## config.mk

```make
export PLATFORM = sky130hd
export DESIGN_NAME = nonspec_allocator
export DESIGN_NICKNAME = d
export VERILOG_FILES = /design/src/hw/noc_alloc_pkg.sv /design/src/hw/alloc_if.sv /design/src/hw/nonspec_allocator.sv /design/src/hw/vc_grant_stage.sv /design/src/hw/output_stage.sv /design/src/hw/input_stage.sv /design/src/hw/rr_arbiter.sv
export SDC_FILE = /design/constraint.sdc
export NUM_CORES = 1
export LEC_CHECK = 0
export BUFFER_PORTS_ARGS = -buffer_cell sky130_fd_sc_hd__buf_2
export CORE_MARGIN = 8
export CORE_UTILIZATION = 45
export CTS_BUF_LIST = sky130_fd_sc_hd__clkbuf_8 sky130_fd_sc_hd__clkbuf_16
export DETAILED_ROUTE_END_ITERATION = 16
export GPL_TIMING_DRIVEN = 1
export PLACE_DENSITY = 0.7
export SYNTH_ARGS = -nofsm -noshare
export SYNTH_HDL_FRONTEND = slang
export SYNTH_HIERARCHICAL = 1
export SYNTH_SLANG_ARGS = --single-unit
```

## constraint.sdc

```tcl
create_clock -name clk -period 4.75 [get_ports clk]
set_input_delay 0 -clock clk [delete_from_list [all_inputs] [get_ports clk]]
set_output_delay 0 -clock clk [all_outputs]
set_load 0.005 [all_outputs]
```

## src/hw/noc_alloc_pkg.sv

```systemverilog
`default_nettype none

package noc_alloc_pkg;

    // router geometry
    localparam int unsigned num_ports = 5;
    localparam int unsigned num_vcs   = 4;
    // a packet never turns back to its own port
    localparam int unsigned num_dests = num_ports - 1;
    localparam int unsigned num_ivcs  = num_ports * num_vcs;

    // one bit per VC of a single port
    typedef logic [num_vcs-1:0] vc_mask_t;

    // one-hot over the other ports, port-local numbering
    typedef logic [num_dests-1:0] dest_t;

    // one bit per router port
    typedef logic [num_ports-1:0] port_vec_t;

    // one bit per input VC, port-major
    typedef logic [num_ivcs-1:0] ivc_vec_t;

    // vc mask per input VC, port-major
    typedef vc_mask_t [num_ivcs-1:0] ivc_ovc_t;

    // destination per input VC
    typedef dest_t [num_ivcs-1:0] ivc_dest_t;

    // destination per input port
    typedef dest_t [num_ports-1:0] port_dest_t;

    // flat index of VC vc at port port_idx
    function automatic int unsigned ivc_index(input int unsigned port_idx,
                                              input int unsigned vc);
        return port_idx * num_vcs + vc;
    endfunction

    // local destination index seen from src_port -> absolute port number
    // indices below the own port keep their value, the rest skip over it
    function automatic int unsigned dest_to_port(input int unsigned src_port,
                                                 input int unsigned dest_idx);
        return (dest_idx < src_port) ? dest_idx : dest_idx + 1;
    endfunction

    // absolute port number -> local index seen from src_port
    // only meaningful when abs_port differs from src_port
    function automatic int unsigned port_to_dest(input int unsigned src_port,
                                                 input int unsigned abs_port);
        return (abs_port < src_port) ? abs_port : abs_port - 1;
    endfunction

endpackage

`default_nettype wire
```

## src/hw/alloc_if.sv

```systemverilog
`default_nettype none

interface alloc_if;

    // winning input VC of each input port, one-hot per port
    noc_alloc_pkg::vc_mask_t [noc_alloc_pkg::num_ports-1:0] first_grant;
    // destination requested by each port winner
    noc_alloc_pkg::port_dest_t                              winner_dest;
    // OVC candidate of each port winner, zero for an assigned VC
    noc_alloc_pkg::vc_mask_t [noc_alloc_pkg::num_ports-1:0] cand_ovc;
    // destination actually granted to each input port
    noc_alloc_pkg::port_dest_t                              granted_dest_int;
    // input port got its output this cycle
    noc_alloc_pkg::port_vec_t                               port_won;

    // request masking and first-level arbitration
    modport input_side (
        output first_grant,
        output winner_dest,
        output cand_ovc,
        input  port_won
    );

    // output port arbitration
    modport output_side (
        input  winner_dest,
        output granted_dest_int,
        output port_won
    );

    // grant assembly
    modport grant_side (
        input first_grant,
        input cand_ovc,
        input granted_dest_int,
        input port_won
    );

endinterface

`default_nettype wire

```

## src/hw/nonspec_allocator.sv

```systemverilog
`default_nettype none

module nonspec_allocator (
    input  wire logic                      clk,
    input  wire logic                      arst_n,
    // requests from the input ports
    input  wire noc_alloc_pkg::ivc_ovc_t   ovc_request,
    input  wire noc_alloc_pkg::ivc_dest_t  dest_port,
    input  wire noc_alloc_pkg::ivc_vec_t   ovc_is_assigned,
    input  wire noc_alloc_pkg::ivc_vec_t   ivc_request,
    input  wire noc_alloc_pkg::ivc_vec_t   assigned_ovc_not_full,
    // grants back to the input ports
    output noc_alloc_pkg::ivc_vec_t        ivc_sw_grant,
    output noc_alloc_pkg::ivc_vec_t        ivc_ovc_grant,
    output noc_alloc_pkg::ivc_ovc_t        granted_ovc,
    output noc_alloc_pkg::port_dest_t      granted_dest,
    output noc_alloc_pkg::port_vec_t       port_granted,
    // status toward the output ports
    output noc_alloc_pkg::port_vec_t       out_port_busy,
    output noc_alloc_pkg::ivc_vec_t        ovc_allocated
);

    // shared between the three stages
    alloc_if alloc_bus ();

    // masking, OVC candidates, first-level arbitration
    input_stage u_input_stage (
        .clk                   (clk),
        .arst_n                (arst_n),
        .ivc_request           (ivc_request),
        .ovc_is_assigned       (ovc_is_assigned),
        .assigned_ovc_not_full (assigned_ovc_not_full),
        .ovc_request           (ovc_request),
        .dest_port             (dest_port),
        .alloc_bus             (alloc_bus.input_side)
    );

    // second-level arbitration per output port
    output_stage u_output_stage (
        .clk           (clk),
        .arst_n        (arst_n),
        .alloc_bus     (alloc_bus.output_side),
        .out_port_busy (out_port_busy)
    );

    // switch and OVC grants
    vc_grant_stage u_vc_grant_stage (
        .alloc_bus     (alloc_bus.grant_side),
        .ivc_sw_grant  (ivc_sw_grant),
        .ivc_ovc_grant (ivc_ovc_grant),
        .granted_ovc   (granted_ovc),
        .ovc_allocated (ovc_allocated)
    );

    // per-port results straight off the bus
    assign granted_dest = alloc_bus.granted_dest_int;
    assign port_granted = alloc_bus.port_won;

endmodule

`default_nettype wire

```

## src/hw/vc_grant_stage.sv

```systemverilog
`default_nettype none

module vc_grant_stage (
    alloc_if.grant_side                    alloc_bus,
    output noc_alloc_pkg::ivc_vec_t        ivc_sw_grant,
    output noc_alloc_pkg::ivc_vec_t        ivc_ovc_grant,
    output noc_alloc_pkg::ivc_ovc_t        granted_ovc,
    output noc_alloc_pkg::ivc_vec_t        ovc_allocated
);

    // per-VC grants of each input port
    always_comb begin
        ivc_sw_grant  = '0;
        ivc_ovc_grant = '0;
        granted_ovc   = '0;
        for (int unsigned p = 0; p < noc_alloc_pkg::num_ports; p++) begin
            for (int unsigned v = 0; v < noc_alloc_pkg::num_vcs; v++) begin
                // switch grant only for the first-level winner of a winning port
                ivc_sw_grant[noc_alloc_pkg::ivc_index(p, v)] =
                    alloc_bus.port_won[p] & alloc_bus.first_grant[p][v];
                // new OVC only if the winner carried a candidate
                ivc_ovc_grant[noc_alloc_pkg::ivc_index(p, v)] =
                    alloc_bus.port_won[p] & (|alloc_bus.cand_ovc[p]) &
                    alloc_bus.first_grant[p][v];
                // same OVC number repeated over every VC slot of the port
                if (alloc_bus.port_won[p]) begin
                    granted_ovc[noc_alloc_pkg::ivc_index(p, v)] = alloc_bus.cand_ovc[p];
                end
            end
        end
    end

    // mark the taken OVC at the output port the candidate is going to
    // granted_dest_int is already zero for ports that lost
    always_comb begin
        ovc_allocated = '0;
        for (int unsigned o = 0; o < noc_alloc_pkg::num_ports; o++) begin
            for (int unsigned j = 0; j < noc_alloc_pkg::num_ports; j++) begin
                if (j != o) begin
                    for (int unsigned v = 0; v < noc_alloc_pkg::num_vcs; v++) begin
                        ovc_allocated[noc_alloc_pkg::ivc_index(o, v)] =
                            ovc_allocated[noc_alloc_pkg::ivc_index(o, v)] |
                            (alloc_bus.granted_dest_int[j][noc_alloc_pkg::port_to_dest(j, o)] &
                             alloc_bus.cand_ovc[j][v]);
                    end
                end
            end
        end
    end

endmodule

`default_nettype wire

```

## src/hw/output_stage.sv

```systemverilog
`default_nettype none

module output_stage (
    input  wire logic                      clk,
    input  wire logic                      arst_n,
    alloc_if.output_side                   alloc_bus,
    output noc_alloc_pkg::port_vec_t       out_port_busy
);

    // per output port, one request bit per other input port
    noc_alloc_pkg::port_dest_t out_req;
    // per output port, one-hot winning input port
    noc_alloc_pkg::port_dest_t out_grant;

    // transpose winner destinations into output-port requests
    // an input port never targets itself, so that entry is skipped
    always_comb begin
        out_req = '0;
        for (int unsigned o = 0; o < noc_alloc_pkg::num_ports; o++) begin
            for (int unsigned j = 0; j < noc_alloc_pkg::num_ports; j++) begin
                if (j != o) begin
                    out_req[o][noc_alloc_pkg::port_to_dest(o, j)] =
                        alloc_bus.winner_dest[j][noc_alloc_pkg::port_to_dest(j, o)];
                end
            end
        end
    end

    for (genvar o = 0; o < noc_alloc_pkg::num_ports; o++) begin : g_out
        // second level, one input port per output port
        rr_arbiter #(
            .width     (noc_alloc_pkg::num_dests)
        ) u_out_arb (
            .clk       (clk),
            .arst_n    (arst_n),
            .request   (out_req[o]),
            .update_en (1'b1),
            .grant     (out_grant[o]),
            .any_grant (out_port_busy[o])
        );
    end

    // transpose grants back into the input-port numbering
    always_comb begin
        alloc_bus.granted_dest_int = '0;
        for (int unsigned j = 0; j < noc_alloc_pkg::num_ports; j++) begin
            for (int unsigned o = 0; o < noc_alloc_pkg::num_ports; o++) begin
                if (o != j) begin
                    alloc_bus.granted_dest_int[j][noc_alloc_pkg::port_to_dest(j, o)] =
                        out_grant[o][noc_alloc_pkg::port_to_dest(o, j)];
                end
            end
        end
    end

    // input port won when some output took it
    for (genvar j = 0; j < noc_alloc_pkg::num_ports; j++) begin : g_won
        assign alloc_bus.port_won[j] = |alloc_bus.granted_dest_int[j];
    end

endmodule

`default_nettype wire

```

## src/hw/input_stage.sv

```systemverilog
`default_nettype none

module input_stage (
    input  wire logic                      clk,
    input  wire logic                      arst_n,
    input  wire noc_alloc_pkg::ivc_vec_t   ivc_request,
    input  wire noc_alloc_pkg::ivc_vec_t   ovc_is_assigned,
    input  wire noc_alloc_pkg::ivc_vec_t   assigned_ovc_not_full,
    input  wire noc_alloc_pkg::ivc_ovc_t   ovc_request,
    input  wire noc_alloc_pkg::ivc_dest_t  dest_port,
    alloc_if.input_side                    alloc_bus
);

    // offered OVCs, kept only for unassigned VCs that request
    noc_alloc_pkg::ivc_ovc_t ovc_offer;
    // one OVC candidate per input VC
    noc_alloc_pkg::ivc_ovc_t ovc_cand;
    // request entering the input-port arbiters
    noc_alloc_pkg::ivc_vec_t masked_request;
    // input-port arbiter grants
    noc_alloc_pkg::vc_mask_t [noc_alloc_pkg::num_ports-1:0] port_grant;

    for (genvar i = 0; i < noc_alloc_pkg::num_ivcs; i++) begin : g_ivc
        // new packet asks for any of the offered OVCs
        assign ovc_offer[i] = (ivc_request[i] && !ovc_is_assigned[i]) ?
                              ovc_request[i] : '0;

        // assigned VC stalls while its OVC is full
        assign masked_request[i] = ovc_is_assigned[i] ?
                                   (ivc_request[i] & assigned_ovc_not_full[i]) :
                                   (|ovc_offer[i]);

        // pick one free OVC for this input VC
        rr_arbiter #(
            .width     (noc_alloc_pkg::num_vcs)
        ) u_ovc_arb (
            .clk       (clk),
            .arst_n    (arst_n),
            .request   (ovc_offer[i]),
            .update_en (1'b1),
            .grant     (ovc_cand[i]),
            .any_grant ()
        );
    end

    for (genvar p = 0; p < noc_alloc_pkg::num_ports; p++) begin : g_port
        // one input VC per port
        // pointer only moves once the port actually wins an output
        rr_arbiter #(
            .width     (noc_alloc_pkg::num_vcs)
        ) u_in_arb (
            .clk       (clk),
            .arst_n    (arst_n),
            .request   (masked_request[p*noc_alloc_pkg::num_vcs +: noc_alloc_pkg::num_vcs]),
            .update_en (alloc_bus.port_won[p]),
            .grant     (port_grant[p]),
            .any_grant ()
        );
    end

    assign alloc_bus.first_grant = port_grant;

    // one-hot mux of the winner's destination and OVC candidate
    always_comb begin
        alloc_bus.winner_dest = '0;
        alloc_bus.cand_ovc    = '0;
        for (int unsigned p = 0; p < noc_alloc_pkg::num_ports; p++) begin
            for (int unsigned v = 0; v < noc_alloc_pkg::num_vcs; v++) begin
                if (port_grant[p][v]) begin
                    alloc_bus.winner_dest[p] = alloc_bus.winner_dest[p] |
                        dest_port[noc_alloc_pkg::ivc_index(p, v)];
                    alloc_bus.cand_ovc[p] = alloc_bus.cand_ovc[p] |
                        ovc_cand[noc_alloc_pkg::ivc_index(p, v)];
                end
            end
        end
    end

endmodule

`default_nettype wire

```

## src/hw/rr_arbiter.sv

```systemverilog
`default_nettype none

module rr_arbiter #(
    parameter int unsigned width = 4
) (
    input  wire logic             clk,
    input  wire logic             arst_n,
    input  wire logic [width-1:0] request,
    input  wire logic             update_en,
    output logic      [width-1:0] grant,
    output logic                  any_grant
);

    // one-hot pointer, marks the index with top priority
    logic [width-1:0]   ptr;
    // request vector seen twice, so the search can wrap
    logic [2*width-1:0] double_req;
    logic [2*width-1:0] double_gnt;

    assign double_req = {request, request};

    // subtracting the pointer clears every bit below it up to the first
    // request at or after the pointer, and the and-not keeps only that bit
    assign double_gnt = double_req & ~(double_req - {{width{1'b0}}, ptr});

    // the winner sits in the low copy or, after wrapping, in the high copy
    assign grant = double_gnt[width-1:0] | double_gnt[2*width-1:width];

    assign any_grant = |request;

    // pointer moves to one past the winner
    always_ff @(posedge clk or negedge arst_n) begin
        if (!arst_n) begin
            // favor index 0 out of reset
            ptr <= width'(1);
        end else if (update_en && any_grant) begin
            // rotate left by one, top bit wraps to bit 0
            ptr <= (grant << 1) | (grant >> (width - 1));
        end
    end

endmodule

`default_nettype wire

```

==> impl_metrics.json <==
{
  "fin_crit_sh": 0.958,
  "pin_count": 392,
  "area_growth_pct": 24.6,
  "synth-async-reset-ratio": 1.00,
  "critPathKind": "reg2out",
  "insertion_delay_ns": 0.42,
  "wl_met3_um": 3420,
  "hold_violations": 0,
  "yosys_warnings": 6,
  "vias": 14900,
  "cts.clk_slew.worst_paths_ns": 0.06,
  "critPathLaunchType": "flop",
  "peakVddDrop_uv": 326,
  "synth.most_common_cell": "nand2_1",
  "initial_core_util": 0.456,
  "max_cap_violations": 0,
  "syn_area_um2": 14800,
  "wl_met2_um": 23100,
  "slowest_delay_ns": 0.57,
  "synth_edf_count": 0,
  "ys_top_cells_by_area": "dfrtp_1 15%, ha_1 7.6%, and2_1 6.8%",
  "worst_pin_slew_ns": 0.853,
  "totalPowerFinal_uw": 9980,
  "cts_made_buffers": 17,
  "ys.flop_type": "dfrtp_1",
  "die_x_um": 197,
  "min_path_type": "in2reg",
  "coreArea_um2": 32500,
  "synthCells": 1790,
  "crit_top_cell": "buf_4",
  "remaining_drc_errors": 0,
  "final_nets": 2621,
  "gp_congestion": 0.976,
  "routed_wl_um": 49300,
  "fill_cells": 3004,
  "ys_types": 41,
  "viasPerCell": 5.43,
  "final_util": 0.568,
  "top_layer_used": "met4",
  "io_buffers": 391,
  "die_area_um2": 38900,
  "root_buffer": "clkbuf_16",
  "ys_seq_elements": 120,
  "grt_pass1_wl_um": 76400,
  "first_global_vias": 14600,
  "rsz0062_at_grt": "yes",
  "drtIter0Drc": 905,
  "leakage_uw": 0.00924,
  "end_kind": "output port",
  "slew_headroom": 0.431,
  "cts_max_level": 4,
  "die_y_um": 197,
  "ant_nets": 0,
  "drt_pre_antenna_iters": 5,
  "synth_top_area_frac": 0.152,
  "placed_cell_area_um2": 17400,
  "wl_per_cell_um": 18.0,
  "cts_tree": "built",
  "setup_viol": 0,
  "clock-sinks": 120,
  "place_hpwl_um": 40700,
  "min_period_ns": 4.55,
  "crit_required_ns": 4.75,
  "grt_max_degree": 82,
  "cts_buffer_depth": 2,
  "cp_slowest_cell": "or4_4",
  "synth_common_cells": "199 x nand2_1, 170 x inv_1, 161 x and2_1",
  "avgSynthCellArea_um2": 8.26,
  "power_density_nw_per_um2": 541,
  "worstPathArrival_ns": 4.55,
  "drive_gt1_frac": 0.307,
  "yosysSeqAreaShare": 0.206,
  "row_count": 66,
  "gr-usage-all-layers": 0.242,
  "crit_path_max_fanout": 11,
  "finalInstanceArea_um2": 18400,
  "met1_length_um": 21400,
  "crit_path_cell_trace": "nor2b_4 -> fa_2 -> nand2b_1 -> o2bb2ai_1 -> nand2_1 -> a21boi_0 -> buf_4 -> a22oi_1 -> nand2_1 -> nor2b_1 -> fa_1 -> buf_4 -> xnor2_1 -> a21boi_0 -> or4_4 -> buf_4 -> and2_1 -> nor2b_1 -> buf_2",
  "antenna_found_initial": 0,
  "grt_overflow": 0,
  "skew_ns": 0.0135,
  "slew_violations": 0,
  "outcome": "completed",
  "fmax_mhz": 220,
  "yosysTopAreaCell": "dfrtp_1"
}
==> report_power, final <==
| part | total (µW) | switching [µW] | internal [µW] |
|---|---|---|---|
| logic | 6910 | 3780 | 3130 |
| registers | 1580 | 208 | 1370 |
| clock network | 1490 | 518 | 973 |
| total | 9980 | 4500 | 5470 |
==> final cells by class <==
cell class / count / area [µm²] / area share
timing repair buffer: 474 / 2620 / 0.142
clock buffer: 20 / 467 / 0.0253
multi-input combinational: 1496 / 10900 / 0.592
sequential: 120 / 3040 / 0.165
tap: 442 / 553 / 0.0300
clock inverter: 12 / 196 / 0.0107
antenna: 1 / 2.50 / 0.000136
inverter: 170 / 638 / 0.0346
==> worst max-delay path, delay by kind of cell, from the launching register on <==
family	cells	cell delay, ns
adders and majority gates	2	0.63
buffers and inverters	4	0.66
AOI/OAI and AO/OA	4	0.57
xor gates and xnor gates	1	0.19
DFF	1	0.55
and+or+nand+nor	8	1.52
==> placed cells by master, fill, tap and decap left out, types with 31 or more instances in the layout <==
cell type / Yosys / final
or4_4: 30 / 35
inv_1: 170 / 171
o21a_1: 38 / 35
ha_1: 90 / 84
a22oi_1: 120 / 116
nand2b_1: 41 / 41
buf_2: 0 / 390
nand2_1: 199 / 190
mux2i_1: 38 / 37
or4_1: 36 / 31
nor2_1: 147 / 147
and2_1: 161 / 157
nor2b_1: 39 / 35
dfrtp_1: 90 / 90
a21boi_0: 41 / 37
buf_4: 60 / 72
a31oi_1: 38 / 38
conb_1: 2 / 97
a21oi_1: 52 / 52
==> metal layers <==
| layer | GRT usage | vias up |
|---|---|---|
| li1 | - | 7232 |
| met1 | 0.306 | 7064 |
| met2 | 0.404 | 489 |
| met3 | 0.0533 | 72 |
| met4 | 0.0772 | 0 |
| met5 | 0 | - |
==> through the flow <==
step | setup TNS (ns) | worst slack [ns] | hold slack [ns] | instances
after global routing | -0.0900 | -0.0224 | 0.0158 | 2734
after CTS | 0 | 0.0297 | 0.00173 | 2729
after global placement | 0 | 0.120 | 0.123 | 2687
final | 0 | 0.198 | 0.0243 | 2735
after detailed placement | 0 | 0.0148 | 0.118 | 2687
after floorplan | 0 | 0.00787 | -0.296 | 1885
==> final timing paths <==
kind	cells past startpoint	endpoint	slack [ns]	from
max	19	ivc_ovc_grant[15]	0.20	u_input_stage/g_port[1].u_in_arb/ptr[0]
min	4	u_input_stage/g_ivc[19].u_ovc_arb/ptr[0]	0.02	ovc_request[79]
max reg2reg	18	u_input_stage/g_port[0].u_in_arb/ptr[1]	0.63	u_input_stage/g_port[0].u_in_arb/ptr[0]
min reg2reg	2	u_input_stage/g_ivc[12].u_ovc_arb/ptr[2]	0.49	u_input_stage/g_ivc[12].u_ovc_arb/ptr[2]
max in group asynchronous	3	u_input_stage/g_ivc[15].u_ovc_arb/ptr[2]	3.45	arst_n
min in group asynchronous	2	u_input_stage/g_port[0].u_in_arb/ptr[1]	0.19	arst_n
==> flip-flops by register name, summed over array words and instances (netlist names) <==
name / count
u_input_stage/g_port.u_in_arb/ptr: 20
u_output_stage/g_out.u_out_arb/ptr: 20
u_input_stage/g_ivc.u_ovc_arb/ptr: 80
==> kinds of logic after synthesis <==
kind of cell	share of synthesized area
AO/OA/AOI/OAI	0.226
XOR/XNOR	0.0178
adder cells (fa/ha/maj)	0.117
buffers and inverters	0.0932
flip-flops	0.206
multiplexers	0.0562
other	0.000508
AND/OR/NAND/NOR	0.284
==> what timing repair did <==
| item | 4_1_cts | 5_1_grt |
|---|---|---|
| gates resized for setup | 0 | 51 |
| setup buffers | 0 | 5 |
| endpoints found under the hold margin | 71 | 0 |
| hold buffers | 10 | 0 |
| endpoints found under the setup margin | 0 | 115 |
(Power assumes the default switching activity.)
